===== src/logic/wb_pkg.sv =====
//----------------------------------------------------------
// wishbone classic bus types
// request and response words for a single-beat read master,
// plus the bus widths shared by master and slave
//----------------------------------------------------------

`default_nettype none

package wb_pkg;

	localparam int WB_ADDR_W = 16;	// bit 15 picks the right image
	localparam int WB_DATA_W = 8;	// one grey pixel per beat

	// master to slave
	typedef struct packed {
		logic                 cyc;	// bus cycle in progress
		logic                 stb;	// strobe, valid transfer
		logic                 we;	// write enable, reads only here
		logic [WB_ADDR_W-1:0] adr;	// {image select, row*WIDTH+col}
		logic [WB_DATA_W-1:0] dat;	// write data, tied off
	} wb_req_t;

	// slave to master
	typedef struct packed {
		logic                 ack;	// one-cycle acknowledge
		logic [WB_DATA_W-1:0] dat;	// read data, valid with ack
	} wb_rsp_t;

endpackage

`default_nettype wire


===== src/logic/stereo_pkg.sv =====
//----------------------------------------------------------
// stereo matching types
// pixel and sum widths, and the words passed between
// the fetch, accumulate and select stages
//----------------------------------------------------------

`default_nettype none

package stereo_pkg;

	typedef logic [7:0]  pixel_t;	// grey level
	typedef logic [19:0] ssd_t;	// holds 9 * 255^2
	typedef logic [3:0]  disp_t;	// offset index for MAX_DISP up to 15
	typedef logic [7:0]  coord_t;	// row or column index

	// one window tap from fetch to accumulate
	typedef struct packed {
		logic   valid;
		pixel_t left;		// left image at window position
		pixel_t right;		// right image shifted by offset
		disp_t  offset;
		logic   last_tap;	// ninth tap of this offset
		logic   last_offset;	// offset == MAX_DISP
		logic   line_end;	// pixel is last of its row
		logic   frame_end;	// pixel is last of the frame
	} tap_t;

	// completed window sum of one offset for the select stage
	typedef struct packed {
		logic  valid;
		ssd_t  ssd;
		disp_t offset;
		logic  last_offset;
		logic  line_end;
		logic  frame_end;
	} cand_t;

	// scaled result for one pixel in raster order
	typedef struct packed {
		logic   valid;
		pixel_t value;		// best offset * (255 / MAX_DISP)
		logic   line_end;	// last result of a row
		logic   frame_end;	// last result of the frame
	} disp_out_t;

endpackage

`default_nettype wire


===== src/logic/window_fetch.sv =====
//----------------------------------------------------------
// window fetch stage
// walks pixel, offset and 3x3 tap, reading the left and
// right pixel of every tap over a wishbone classic master;
// the position flags for the later stages are made here
//----------------------------------------------------------

`timescale 1ns/10ps
`default_nettype none

module window_fetch #(
	parameter int WIDTH    = 16,
	parameter int HEIGHT   = 8,
	parameter int MAX_DISP = 5
) (
	input  logic             HCLK,
	input  logic             HRESETn,
	input  logic             start,	// frame start pulse
	output logic             busy,
	output wb_pkg::wb_req_t  wb_req,
	input  wb_pkg::wb_rsp_t  wb_rsp,
	output stereo_pkg::tap_t tap
);
	import wb_pkg::*;
	import stereo_pkg::*;

	localparam int LIN_W = WB_ADDR_W - 1;	// linear pixel index width
	localparam coord_t ROW_FIRST = coord_t'(1);
	localparam coord_t ROW_LAST  = coord_t'(HEIGHT - 2);
	localparam coord_t COL_FIRST = coord_t'(MAX_DISP + 1);	// every offset fits
	localparam coord_t COL_LAST  = coord_t'(WIDTH - 2);
	localparam disp_t  OFF_LAST  = disp_t'(MAX_DISP);
	localparam logic [LIN_W-1:0] ROW_PITCH = LIN_W'(WIDTH);

	typedef enum logic [1:0] {
		S_IDLE,		// wait for start
		S_RD_L,		// left pixel read
		S_RD_R,		// gap cycle then right pixel read
		S_EMIT		// tap out and counters advance
	} state_t;

	state_t           state;
	logic             req_on;	// drives cyc and stb
	coord_t           row;
	coord_t           col;
	disp_t            offset;
	logic [1:0]       wx;		// tap column in window
	logic [1:0]       wy;		// tap row in window
	pixel_t           left_q;
	pixel_t           right_q;
	logic [1:0]       drain;	// busy tail while the last pixel drains
	logic             ack;
	coord_t           win_row;
	coord_t           win_col;
	coord_t           rgt_col;
	logic [LIN_W-1:0] left_lin;
	logic [LIN_W-1:0] right_lin;
	logic             last_tap;
	logic             last_offset;
	logic             line_end;
	logic             frame_end;
	logic             final_tap;

	//----------------------------------------------------------
	// position and address
	//----------------------------------------------------------
	assign win_row = row + coord_t'(wy) - coord_t'(1);
	assign win_col = col + coord_t'(wx) - coord_t'(1);
	assign rgt_col = win_col - coord_t'(offset);	// >= 0 since col > MAX_DISP

	assign left_lin  = LIN_W'(win_row) * ROW_PITCH + LIN_W'(win_col);
	assign right_lin = LIN_W'(win_row) * ROW_PITCH + LIN_W'(rgt_col);

	assign last_tap    = (wx == 2'd2) && (wy == 2'd2);
	assign last_offset = (offset == OFF_LAST);
	assign line_end    = (col == COL_LAST);
	assign frame_end   = line_end && (row == ROW_LAST);
	assign final_tap   = last_tap && last_offset && frame_end;

	assign ack = req_on && wb_rsp.ack;

	//----------------------------------------------------------
	// walk FSM
	//----------------------------------------------------------
	always_ff @(posedge HCLK or negedge HRESETn) begin
		if (!HRESETn) begin
			state  <= S_IDLE;
			req_on <= 1'b0;
			row    <= ROW_FIRST;
			col    <= COL_FIRST;
			offset <= '0;
			wx     <= '0;
			wy     <= '0;
		end else begin
			case (state)
			S_IDLE: begin
				if (start && !busy) begin	// start ignored while busy
					state  <= S_RD_L;
					req_on <= 1'b1;
					row    <= ROW_FIRST;
					col    <= COL_FIRST;
					offset <= '0;
					wx     <= '0;
					wy     <= '0;
				end
			end
			S_RD_L: begin
				if (ack) begin
					req_on <= 1'b0;	// stb low the cycle after ack
					state  <= S_RD_R;
				end
			end
			S_RD_R: begin
				if (!req_on)
					req_on <= 1'b1;	// right address now on the bus
				else if (ack) begin
					req_on <= 1'b0;
					state  <= S_EMIT;
				end
			end
			S_EMIT: begin
				if (!last_tap) begin
					wx <= (wx == 2'd2) ? 2'd0 : wx + 2'd1;
					wy <= (wx == 2'd2) ? wy + 2'd1 : wy;
				end else begin
					wx <= '0;
					wy <= '0;
					offset <= last_offset ? '0 : offset + disp_t'(1);
					if (last_offset) begin	// pixel done so step the raster
						col <= line_end ? COL_FIRST : col + coord_t'(1);
						if (line_end)
							row <= frame_end ? ROW_FIRST : row + coord_t'(1);
					end
				end
				state  <= final_tap ? S_IDLE : S_RD_L;
				req_on <= !final_tap;
			end
			default: state <= S_IDLE;
			endcase
		end
	end

	// read data capture
	always_ff @(posedge HCLK) begin
		if (ack && state == S_RD_L)
			left_q <= wb_rsp.dat;
		if (ack && state == S_RD_R)
			right_q <= wb_rsp.dat;
	end

	// busy covers accumulate and select of the final pixel
	always_ff @(posedge HCLK or negedge HRESETn) begin
		if (!HRESETn)
			drain <= '0;
		else
			drain <= {drain[0], (state == S_EMIT) && final_tap};
	end

	assign busy = (state != S_IDLE) || (drain != 2'b00);

	//----------------------------------------------------------
	// outputs
	//----------------------------------------------------------
	assign wb_req.cyc = req_on;
	assign wb_req.stb = req_on;
	assign wb_req.we  = 1'b0;
	assign wb_req.adr = (state == S_RD_R) ? {1'b1, right_lin} : {1'b0, left_lin};
	assign wb_req.dat = '0;

	assign tap.valid       = (state == S_EMIT);	// cycle after right ack
	assign tap.left        = left_q;
	assign tap.right       = right_q;
	assign tap.offset      = offset;
	assign tap.last_tap    = last_tap;
	assign tap.last_offset = last_offset;
	assign tap.line_end    = line_end;
	assign tap.frame_end   = frame_end;

	// stb and cyc drop in the cycle after ack
	a_ack_drop: assert property (@(posedge HCLK) disable iff (!HRESETn)
		wb_req.stb && wb_rsp.ack |=> !wb_req.stb && !wb_req.cyc)
		else $error("stb or cyc held past ack");

	// a pending transfer keeps stb and a steady address until ack
	a_adr_hold: assert property (@(posedge HCLK) disable iff (!HRESETn)
		wb_req.stb && !wb_rsp.ack |=> wb_req.stb && $stable(wb_req.adr))
		else $error("address moved during a pending read");

endmodule

`default_nettype wire


===== src/logic/ssd_accum.sv =====
//----------------------------------------------------------
// ssd accumulate stage
// squares the left/right difference of each tap and sums
// the nine taps of one offset into a candidate
//----------------------------------------------------------

`timescale 1ns/10ps
`default_nettype none

module ssd_accum (
	input  logic              HCLK,
	input  logic              HRESETn,
	input  stereo_pkg::tap_t  tap,
	output stereo_pkg::cand_t cand
);
	import stereo_pkg::*;

	localparam int SSD_W = $bits(ssd_t);
	localparam int SQ_W  = 2 * $bits(pixel_t);

	pixel_t         diff;
	logic [SQ_W-1:0] sq;
	logic [SSD_W:0] sum_wide;	// extra bit shows a wrap
	ssd_t           acc;		// running sum of this offset
	logic           cand_valid;
	ssd_t           cand_ssd;
	disp_t          cand_off;
	logic           cand_last_off;
	logic           cand_line_end;
	logic           cand_frame_end;

	assign diff     = (tap.left > tap.right) ? tap.left - tap.right : tap.right - tap.left;
	assign sq       = SQ_W'(diff) * SQ_W'(diff);
	assign sum_wide = {1'b0, acc} + (SSD_W + 1)'(sq);

	always_ff @(posedge HCLK or negedge HRESETn) begin
		if (!HRESETn) begin
			acc        <= '0;
			cand_valid <= 1'b0;
		end else begin
			cand_valid <= tap.valid && tap.last_tap;	// one cycle after last tap
			if (tap.valid)
				acc <= tap.last_tap ? '0 : sum_wide[SSD_W-1:0];	// clear for next offset
		end
	end

	// candidate payload, flags forwarded from fetch
	always_ff @(posedge HCLK) begin
		if (tap.valid && tap.last_tap) begin
			cand_ssd       <= sum_wide[SSD_W-1:0];
			cand_off       <= tap.offset;
			cand_last_off  <= tap.last_offset;
			cand_line_end  <= tap.line_end;
			cand_frame_end <= tap.frame_end;
		end
	end

	assign cand.valid       = cand_valid;
	assign cand.ssd         = cand_ssd;
	assign cand.offset      = cand_off;
	assign cand.last_offset = cand_last_off;
	assign cand.line_end    = cand_line_end;
	assign cand.frame_end   = cand_frame_end;

	a_no_wrap: assert property (@(posedge HCLK) disable iff (!HRESETn)
		tap.valid |-> !sum_wide[SSD_W])
		else $error("window sum overflowed");

endmodule

`default_nettype wire


===== src/logic/disparity_select.sv =====
//----------------------------------------------------------
// disparity select stage
// keeps the lowest window sum over the offsets of a pixel
// and emits the winning offset scaled to 0..255
//----------------------------------------------------------

`timescale 1ns/10ps
`default_nettype none

module disparity_select #(
	parameter int MAX_DISP = 5
) (
	input  logic                  HCLK,
	input  logic                  HRESETn,
	input  stereo_pkg::cand_t     cand,
	output stereo_pkg::disp_out_t disp_out
);
	import stereo_pkg::*;

	localparam int PIX_W  = $bits(pixel_t);
	localparam int PROD_W = $bits(disp_t) + PIX_W;
	localparam int SCALE  = 255 / MAX_DISP;	// integer quotient
	localparam logic [PROD_W-1:0] SCALE_W = PROD_W'(SCALE);
	localparam logic [PROD_W-1:0] PIX_MAX = PROD_W'(255);

	ssd_t              best_ssd;	// lowest sum so far
	disp_t             best_off;
	logic              take;
	disp_t             win_off;	// winner including this candidate
	logic              out_valid;
	disp_t             out_off;
	logic              out_line_end;
	logic              out_frame_end;
	logic [PROD_W-1:0] scaled;

	// offset 0 always loads; later ones need a strictly lower sum
	assign take    = (cand.offset == '0) || (cand.ssd < best_ssd);
	assign win_off = take ? cand.offset : best_off;

	always_ff @(posedge HCLK) begin
		if (cand.valid && take) begin
			best_ssd <= cand.ssd;
			best_off <= cand.offset;
		end
		if (cand.valid && cand.last_offset) begin	// pixel complete
			out_off       <= win_off;
			out_line_end  <= cand.line_end;
			out_frame_end <= cand.frame_end;
		end
	end

	always_ff @(posedge HCLK or negedge HRESETn) begin
		if (!HRESETn)
			out_valid <= 1'b0;
		else
			out_valid <= cand.valid && cand.last_offset;
	end

	//----------------------------------------------------------
	// scaled output
	//----------------------------------------------------------
	assign scaled = PROD_W'(out_off) * SCALE_W;

	assign disp_out.valid     = out_valid;
	assign disp_out.value     = scaled[PIX_W-1:0];
	assign disp_out.line_end  = out_line_end;
	assign disp_out.frame_end = out_frame_end;

	// the registered winner must stay within the search range
	a_in_range: assert property (@(posedge HCLK) disable iff (!HRESETn)
		out_valid |-> scaled <= PIX_MAX)
		else $error("scaled disparity above 255");

endmodule

`default_nettype wire


===== src/logic/stereo_match_top.sv =====
//----------------------------------------------------------
// stereo block-matching disparity engine
// fetch, accumulate and select in a chain; pixels come in
// over wishbone, one scaled disparity per pixel goes out
//----------------------------------------------------------

`timescale 1ns/10ps
`default_nettype none

module stereo_match_top #(
	parameter int WIDTH    = 16,	// image width in pixels
	parameter int HEIGHT   = 8,	// image height in rows
	parameter int MAX_DISP = 5	// largest offset searched
) (
	input  logic                  HCLK,
	input  logic                  HRESETn,
	input  logic                  start,
	output logic                  busy,
	output wb_pkg::wb_req_t       wb_req,
	input  wb_pkg::wb_rsp_t       wb_rsp,
	output stereo_pkg::disp_out_t disp_out
);
	import stereo_pkg::*;

	tap_t  tap;	// fetch -> accumulate
	cand_t cand;	// accumulate -> select

	window_fetch #(
		.WIDTH    (WIDTH),
		.HEIGHT   (HEIGHT),
		.MAX_DISP (MAX_DISP)
	) window_fetch_i (
		.HCLK    (HCLK),
		.HRESETn (HRESETn),
		.start   (start),
		.busy    (busy),
		.wb_req  (wb_req),
		.wb_rsp  (wb_rsp),
		.tap     (tap)
	);

	ssd_accum ssd_accum_i (
		.HCLK    (HCLK),
		.HRESETn (HRESETn),
		.tap     (tap),
		.cand    (cand)
	);

	disparity_select #(
		.MAX_DISP (MAX_DISP)
	) disparity_select_i (
		.HCLK     (HCLK),
		.HRESETn  (HRESETn),
		.cand     (cand),
		.disp_out (disp_out)
	);

endmodule

`default_nettype wire


===== config.mk =====
export PLATFORM = sky130hd
export DESIGN_NAME = stereo_match_top
export DESIGN_NICKNAME = d
export VERILOG_FILES = /design/src/logic/wb_pkg.sv /design/src/logic/stereo_pkg.sv /design/src/logic/window_fetch.sv /design/src/logic/ssd_accum.sv /design/src/logic/disparity_select.sv /design/src/logic/stereo_match_top.sv
export SDC_FILE = /design/constraint.sdc
export NUM_CORES = 1
export LEC_CHECK = 0
export CAP_MARGIN = 20
export CORE_MARGIN = 5
export CORE_UTILIZATION = 35
export CTS_CLUSTER_SIZE = 40
export DETAILED_ROUTE_END_ITERATION = 10
export DONT_BUFFER_PORTS = 1
export GPL_TIMING_DRIVEN = 0
export SLEW_MARGIN = 30
export SYNTH_ARGS = -nofsm -noshare
export SYNTH_HDL_FRONTEND = slang
export SYNTH_SLANG_ARGS = --single-unit

===== constraint.sdc =====
create_clock -name HCLK -period 6.4 [get_ports HCLK]
set_input_delay 1.28 -clock HCLK [delete_from_list [all_inputs] [get_ports HCLK]]
set_output_delay 1.28 -clock HCLK [all_outputs]
set_load 0.005 [all_outputs]

* After elaboration in Yosys (flattened, before gate mapping)
Index checks and enable logic that the tools add are counted.
** Storage, ports and cells
- Register bits :: 124
- Output and inout bits :: 39
- Word-level logic and storage cells :: 123
** Operators by class
- Add/subtract/negate cells :: 15
- $mul :: 2
- $lt $le $gt $ge :: 2
- Equal/unequal tests :: 16
- Multiplexer cells :: 37
- Reduce and logical (&&, ||, !) cells :: 28
** Operators by type and width (count)
- 8-bit 2-to-1 mux :: 10
- 8-bit one-hot mux with 2 select lines :: 2
- 12-bit by 8-bit adder with 13-bit output :: 2
- 20-bit by 16-bit adder with 20-bit output :: 1
- 20-bit < comparator :: 1
- 20-bit 2-to-1 mux :: 1
- 2-bit 2-to-1 mux :: 9
- 8-bit by 1-bit adder with 8-bit output (second input constant) :: 2
- 8-bit by 2-bit adder with 8-bit output :: 2
- 8-bit by 8-bit multiplier with 16-bit output :: 1
- 16-bit 2-to-1 mux :: 1
- 4-bit 2-to-1 mux :: 4
- 8-bit by 1-bit subtractor with 8-bit output (second input constant) :: 2
- 8-bit subtractor :: 2
- 1-bit logical AND :: 12
- 2-bit equality test (second input constant) :: 4
- 8-bit by 3-bit equality test with 1-bit output (second input constant) :: 1
- 8-bit by 4-bit equality test with 1-bit output (second input constant) :: 1
- 8-bit greater-than comparator :: 1
- 4-bit by 6-bit multiplier with 8-bit output (second input constant) :: 1
- 2-bit by 1-bit != test with 1-bit output (second input constant) :: 4
- 2-bit one-hot mux with 2 select lines :: 2
- 2-bit one-hot mux with 4 select lines :: 1
- 4-bit one-hot mux with 2 select lines :: 1
- other kinds (18) :: 32

* Depth between registers and ports, before layout
Gate-level depths: netlist of the first run.
- Word-level depth :: 7
- Gate-level depth with buffers :: 26

* By module
Synthesis of the first run repeated with hierarchy kept, for this count alone.
** Second synthesis, totals
- Cells, all modules :: 972
- Area total of the unflattened synthesis :: 9833.2 um^2
** By module, submodules not included
- ssd_accum :: times used 1, cells each 461, area each 4639.4 um^2
- window_fetch :: times used 1, cells each 369, area each 3459.6 um^2
- disparity_select :: times used 1, cells each 142, area each 1734.2 um^2

* Least setup slack after synthesis of the first run
No wires, ideal clock.
- Path type :: register to register
- Start :: register window_fetch_i.left_q[0]
- End :: register ssd_accum_i.acc[17]
- Library setup time :: 0.121 ns
- Arrival :: 6.459 ns
- Data required time :: 6.279 ns
- Path slack :: -0.180 ns
- Stages on the path, launching flop included :: 27
- Buffers on the path :: 0
- Cells stage by stage :: edfxtp_1 -> inv_1 -> ha_1 -> inv_1 -> fa_1 -> nand3_1 -> a21oi_2 -> o41ai_4 -> mux2i_1 -> xor2_1 -> inv_1 -> nand2_1 -> fa_1 -> fa_1 -> inv_1 -> ha_1 -> inv_1 -> fa_1 -> inv_1 -> fa_1 -> a21o_1 -> a21oi_1 -> o31ai_1 -> a31o_2 -> a221o_1 -> xor2_1 -> a22o_1
** On the way
- Cells in the longest elaborated chain, start to end :: 5
- Elaborated cells between the ends (all ways) :: 7
- Those cells by class :: add/sub: 3; mul: 1; order compare: 1; mux: 2
** Ends and longest elaborated chain
- start, declared :: RTL line window_fetch.sv:49 : pixel_t left_q;
- start signal, assigned :: RTL line window_fetch.sv:146 : left_q <= wb_rsp.dat;
- 8-bit subtractor or 8-bit greater-than comparator (tied branches) :: RTL line ssd_accum.sv:32 : assign diff = (tap.left > tap.right) ? tap.left - tap.right : tap.right - tap.left;
- 8-bit 2-to-1 mux (*) :: RTL line ssd_accum.sv:32
- 8-bit by 8-bit multiplier with 16-bit output (*) :: RTL line ssd_accum.sv:33 : assign sq = SQ_W'(diff) * SQ_W'(diff);
- 20-bit by 16-bit adder with 20-bit output (*) :: RTL line ssd_accum.sv:34 : assign sum_wide = {1'b0, acc} + (SSD_W + 1)'(sq);
- named net ssd_accum_i.sum_wide[17] :: RTL line ssd_accum.sv:23 : logic [SSD_W:0] sum_wide;
- 20-bit 2-to-1 mux (*) :: RTL line ssd_accum.sv:43 : acc <= tap.last_tap ? '0 : sum_wide[SSD_W-1:0];
- end signal, assigned :: RTL line ssd_accum.sv:43
- end, declared :: RTL line ssd_accum.sv:24 : ssd_t acc;
Mark *: on every way through the listed nets, which the timed path passes. The rest lies on a longest branch.
A chain may end at the register's enable or synchronous reset.

* Worst setup path in the final report of the first run
- Start :: register window_fetch_i.left_q[0]
- End :: register ssd_accum_i.cand_ssd[19], data pin
** On the way
- Cells in the longest elaborated chain, start to end :: 4
- Elaborated cells between the ends (all ways) :: 6
- Those cells by class :: add/sub: 3; mul: 1; order compare: 1; mux: 1
** Ends and longest elaborated chain
- 8-bit subtractor or 8-bit greater-than comparator (tied branches) :: RTL line ssd_accum.sv:32
- 8-bit 2-to-1 mux (*) :: RTL line ssd_accum.sv:32
- 8-bit by 8-bit multiplier with 16-bit output (*) :: RTL line ssd_accum.sv:33
- 20-bit by 16-bit adder with 20-bit output (*) :: RTL line ssd_accum.sv:34
- named net ssd_accum_i.sum_wide[19] :: RTL line ssd_accum.sv:23
- end signal, assigned :: RTL line ssd_accum.sv:50 : cand_ssd <= sum_wide[SSD_W-1:0];
- end, declared :: RTL line ssd_accum.sv:26 : ssd_t cand_ssd;
Marked as above.

==> impl_metrics.ini, run 1 <==
[status]
status = finished, violations left
violations = design-rule violations

[timing]
rsz0062_at_grt = yes
max_freq_mhz = 158
hold_violations = 0
fin_crit_ns = 6.32
setup_tns_ns = 0
tightestPinTransition_ns = 0.748
period_share_pct = 98.7
fin_skew_ns = 0.0112
setup_viol_count_final = 0
relSlewSlack_pct = 50.1
report.final.slew_viol_count = 0

[logic_synthesis]
synthAdderAreaFrac_pct = 26.5
synthXorXnorAreaFrac_pct = 5.67
synth-compound-area-share_pct = 13.0
synth_flop_cell = edfxtp_1
synth_top_family_by_area = adder cells
synthSimpleGateAreaFrac_pct = 8.63
ys_types = 58
synthArstFlopShare_pct = 41.1
synth_edf_count = 73
syn_area_sq_mm = 0.00957
synth_seq_cells = 124
synth_warnings = 0
yosysSeqAreaShare_pct = 36.3
postSynthAreaPerCell_sq_um = 10.4
synthMuxAreaShare_pct = 1.53
syn_inst = 916

[clock_network]
clkTransAtPathRegs_ns = 0.06
cts_tree = yes
cts_buffer_depth = 2
h-tree-depth = 4
cts_made_buffers = 17
cts-root-buf = clkbuf_16
insertion_delay_ns = 0.43
clock_sinks = 124

[cells_and_area]
post-route-util_pct = 42.8
layout_commonest_cell = inv_1
nets = 1180
n_antenna_cell = 0
drive_gt1_share_pct = 19.1
layout_common_cells = 155 x inv_1, 122 x ha_1, 73 x edfxtp_1
area_growth_pct = 20.4

[worst_setup_path]
rr_endpoint = ssd_accum_i.cand_ssd[19]
critical_path.slowest_cell = fa_1
cp.arrival_ns = 6.49
crit_path_max_fanout = 7
r2r_start = window_fetch_i.left_q[0]
end_kind = flop
rr_worst_depth = 29
cpPeakStageDelay_ns = 0.55
r2r_slack_ns = 0.08
critPathKind = reg -> reg
critPathRequiredTime_ns = 6.57
cp-start-kind = flop

[floorplanning]
die_w_um = 175
pin_count = 51
die_height_um = 175
num_rows = 60
start_util_pct = 35.5
core_region_area_sq_mm = 0.0270
die_area_sq_mm = 0.0308

[place]
gp_congestion = 0.851
io_buffers = 0
dpl.hpwl_um = 14200

[run]
drv_cap = 0

[grt]
grt_pass1_vias = 6627
grt_usage_pct = 12.7
grt_max_degree = 52
grt_pass1_wl_um = 32200
antenna_found_initial = 0
grt_overflow = 0

[route]
drtIter0Drc = 351
viasPerCell = 4.85
drc = 4
route.vias.total = 6519
wire_per_inst_um = 14.6
dr.pass1.iters = 8
wirelength_um = 19700
detail-route-antenna-nets = 0

[min_path]
whs_path_depth = 0
hold_end = disparity_select_i.out_frame_end
hp-start = ssd_accum_i.cand_frame_end
hold_path.class = reg -> reg
[critical path, delay by kind of cell, from the launching register on]
| family | cells | cell delay [ns] |
|---|---|---|
| mux | 1 | 0.26 |
| simple gates | 1 | 0.09 |
| compound gates | 7 | 1.39 |
| buf+inv | 10 | 0.96 |
| xor+xnor | 4 | 0.66 |
| flops | 1 | 0.39 |
| fa+ha+maj | 6 | 2.32 |
[cells by family after synthesis]
| kind of cell | Yosys count |
|---|---|
| AO/OA/AOI/OAI | 185 |
| flip-flops | 124 |
| AND/OR/NAND/NOR | 169 |
| multiplexers | 14 |
| buffers and inverters | 190 |
| XOR/XNOR | 56 |
| other | 1 |
| adder cells (fa/ha/maj) | 177 |
[per-stage QoR]
| stage | std cells | hold WS, ns | area (sq um) | setup WS [ns] |
|---|---|---|---|---|
| after floorplan | 926 | 0.355 | 9630 | 0.0201 |
| after global placement | 1267 | 0.398 | 10100 | -0.659 |
| after detailed placement | 1268 | 0.382 | 10100 | -0.736 |
| after CTS | 1328 | 0.416 | 11200 | 0.0101 |
| after global routing | 1345 | 0.429 | 11500 | -0.126 |
| final | 1345 | 0.415 | 11500 | 0.0804 |
[routing by layer]
| layer | GRT usage, % | wire length (um) |
|---|---|---|
| met2 | 20.9 | 9400 |
| met5 | 0 | 0 |
| met4 | 4.52 | 417 |
| met1 | 16.7 | 8980 |
| met3 | 2.78 | 862 |
[timing repair]
action | 4_1_cts | 5_1_grt
resized for setup | 51 | 38
pin swaps | 38 | 42
hold buffers | 0 | 0
setup endpoints to repair | 22 | 16
buffers inserted | 28 | 17
[state kept, by name, summed over array words and instances (netlist names), 4 cells and up]
| signal | cells |
|---|---|
| window_fetch_i.col | 8 |
| disparity_select_i.best_off | 4 |
| window_fetch_i.right_q | 8 |
| ssd_accum_i.acc | 20 |
| window_fetch_i.offset | 4 |
| ssd_accum_i.cand_off | 4 |
| disparity_select_i.best_ssd | 20 |
| ssd_accum_i.cand_ssd | 20 |
| window_fetch_i.left_q | 8 |
| disparity_select_i.out_off | 4 |
| window_fetch_i.row | 8 |
[cell type report]
cell class,instances,area [sq um]
plain buffers,29,193
multi-input cells,612,5790
inverters,161,604
repair buffers,46,432
well taps,341,427
flip-flops and latches,124,3470
clock buffers,18,429
fillers,2480,15400
clock inverters,14,185
[cell usage after synthesis (3+ instances only)]
master / n / area, sq um
fa_1: 43 / 861
a221o_1: 3 / 30.0
nor2b_1: 11 / 68.8
xor2_1: 25 / 219
a21oi_1: 40 / 200
o21bai_1: 6 / 45.0
nor2_1: 49 / 184
edfxtp_1: 73 / 2190
nand3_1: 17 / 85.1
buf_4: 18 / 135
xnor2_1: 27 / 236
ha_1: 134 / 1680
o21ai_0: 39 / 195
clkbuf_1: 8 / 30.0
mux2i_1: 9 / 90.1
inv_1: 161 / 604
or2_2: 6 / 37.5
nand2_1: 39 / 146
a21o_1: 34 / 255
dfstp_2: 3 / 78.8
a31o_2: 4 / 35.0
o31ai_1: 11 / 82.6
nor3_1: 9 / 45.0
o21a_1: 5 / 37.5
and3_1: 7 / 43.8
o2bb2ai_1: 3 / 26.3
a221oi_1: 4 / 35.0
and4_1: 3 / 26.3
a22o_1: 11 / 96.3
nand2b_1: 6 / 37.5
mux2_2: 5 / 56.3
dfrtp_1: 48 / 1200
a31oi_1: 11 / 68.8
nand3b_1: 5 / 37.5
nand4_1: 6 / 37.5
[worst max-delay path by stage]
stage	startpoint	end	slack [ns]	cells after the start
after floorplan	window_fetch_i.left_q[0]	ssd_accum_i.acc[17]	0.02	26
after global placement	window_fetch_i.left_q[0]	ssd_accum_i.acc[17]	-0.66	26
after detailed placement	window_fetch_i.left_q[0]	ssd_accum_i.acc[17]	-0.74	26
after CTS	window_fetch_i.left_q[0]	ssd_accum_i.cand_ssd[19]	0.01	26
after global routing	window_fetch_i.right_q[4]	ssd_accum_i.acc[16]	-0.13	29
final	window_fetch_i.left_q[0]	ssd_accum_i.cand_ssd[19]	0.08	29
Power of run 1 is not shown: default switching activity piles up to over one toggle a cycle in this logic, so the estimate is an artifact.
==> inputs of run 2 (changes only) <==
==> constraint.sdc (replaced) <==
create_clock -name HCLK -period 6.18 [get_ports HCLK]
set_input_delay 1.236 -clock HCLK [delete_from_list [all_inputs] [get_ports HCLK]]
set_output_delay 1.236 -clock HCLK [all_outputs]
set_load 0.005 [all_outputs]
==> run 2 against run 1 <==
  * Global-route usage hardly changed
  * Clock-buffer cell count is the same
  * First-iteration DRC count shrank 45%
  * Via count decreased by 1.5%
  * Clock skew decreased by 0.0020 ns
  * Sequential share of layout area is 0.16 points lower
  * Worst setup slack got worse by 0.14 ns
  * The flow finishes with violations (negative setup slack)
  * Non-clock buffer count increased by 9
  * Register-to-register slack worse by 0.14 ns
  * Hold slack got worse by 0.035 ns
  * Critical path depth down 2
  * Final cell count is 0.67% higher
==> impl_metrics.ini, run 2 (same netlist as run 1, synthesis figures left out) <==
[clock_network]
cts_tree = yes
clkTransAtPathRegs_ns = 0.06
clock_sinks = 124
cts_buffer_depth = 2
cts-root-buf = clkbuf_16
h-tree-depth = 4
cts_made_buffers = 17
hold_buffers = 0
insertion_delay_ns = 0.42

[timing]
timing.hold.ws_ns = 0.380
setup_tns_ns = -0.0953
fin_crit_ns = 6.24
period_share_pct = 101
tightestPinTransition_ns = 0.861
relSlewSlack_pct = 42.2
max_freq_mhz = 160
rsz0062_at_grt = yes
setup_ws_ns = -0.0637
hold_violations = 0
fin_skew_ns = 0.00918
report.final.slew_viol_count = 0
setup_viol_count_final = 3

[worst_setup_path]
r2r_slack_ns = -0.06
r2r_start = window_fetch_i.left_q[0]
critPathRequiredTime_ns = 6.48
end_kind = flop
crit_buf_inv = 7
critPathKind = reg -> reg
rr_worst_depth = 27
cp_common_cell = fa_2
crit_path_start = window_fetch_i.left_q[0]
rr_endpoint = ssd_accum_i.acc[17]
cpPeakStageDelay_ns = 0.62
cp-start-kind = flop
crit_path_max_fanout = 6
cp.arrival_ns = 6.55
critical_path.slowest_cell = fa_2
cp_top_family = adder cells

[place]
io_buffers = 0
dpl.hpwl_um = 14100
placed_cell_area_sq_mm = 0.0102
gp_congestion = 0.784

[cells_and_area]
nFillCells = 2466
n_antenna_cell = 0
fin_area_sq_mm = 0.0116
biggestRegsByFlops = disparity_select_i.best_ssd: 20 flops, ssd_accum_i.acc: 20 flops, ssd_accum_i.cand_ssd: 20 flops
layout_commonest_cell = inv_1
area_growth_pct = 21.1
layout_common_cells = 150 x inv_1, 123 x ha_1, 73 x edfxtp_1
drive_gt1_share_pct = 20.9
post-route-util_pct = 43.0
nets = 1189

[min_path]
hp-start = window_fetch_i.drain[0]
whs_path_depth = 0
hold_end = window_fetch_i.drain[1]
hold_path.class = reg -> reg

[floorplanning]
die_w_um = 175
core_region_area_sq_mm = 0.0270
die_height_um = 175
pin_count = 51
die_area_sq_mm = 0.0308
start_util_pct = 35.5
num_rows = 60

[route]
detail-route-antenna-nets = 0
drtIter0Drc = 192
drc = 0
viasPerCell = 4.74
wire_per_inst_um = 13.9
wirelength_um = 18900
route.vias.total = 6422
dr.pass1.iters = 4

[grt]
grt_pass1_vias = 6595
grt_max_degree = 52
grt_pass1_wl_um = 32200
grt_usage_pct = 12.7
antenna_found_initial = 0
grt_overflow = 0

[run]
drv_cap = 0

[status]
status = finished, violations left
violations = negative setup slack
[run 2: changes by cell type in the layout (fill, tap and decap cells not counted), sizes merged]
cell / delta
bufinv: -2
buf: +9
inv: +1
clkinv: +1
[run 2: worst max path at each step]
stage                                to  depth (start not counted)  slack [ns]
2_1_floorplan  ssd_accum_i.cand_ssd[19]                         23      0.0005
3_3_place_gp   ssd_accum_i.cand_ssd[19]                         23       -0.64
3_5_place_dp   ssd_accum_i.cand_ssd[19]                         23       -0.67
4_1_cts             ssd_accum_i.acc[17]                         25       -0.08
5_1_grt             ssd_accum_i.acc[17]                         27       -0.26
6_report            ssd_accum_i.acc[17]                         27       -0.06
[run 2: layout make-up]
type                            count  area, sq um  share of cell area (%)
Buffer                             29          193                    1.66
Clock buffer                       18          439                    3.79
Clock inverter                     14          135                    1.17
Inverter                          161          604                    5.21
Multi-Input combinational cell    612         5840                    50.4
Sequential cell                   124         3470                    30.0
Tap cell                          341          427                    3.68
Timing Repair Buffer               55          479                    4.13
[run 2: repair_timing]
| item | 4_1_cts | 5_1_grt |
|---|---|---|
| pin swaps | 64 | 23 |
| setup endpoints to repair | 24 | 16 |
| gates resized for setup | 64 | 22 |
| setup buffers | 46 | 8 |
[run 2: stage by stage]
step / cells / setup WS (ns)
CTS: 1346 / -0.0760
floorplan: 926 / 0.000528
global route: 1354 / -0.263
global placement: 1267 / -0.635
finish: 1354 / -0.0637
detailed placement: 1268 / -0.669
[run 2: routing by layer]
layer / part of all wire, % / GRT usage, % / vias to the layer above
li1: - / - / 3266
met1: 49 / 17.2 / 3056
met2: 47 / 20.7 / 81
met3: 3.0 / 2.50 / 19
met4: 1.3 / 3.83 / 0
met5: 0 / 0 / -
Power of run 2 is left out for the same reason.
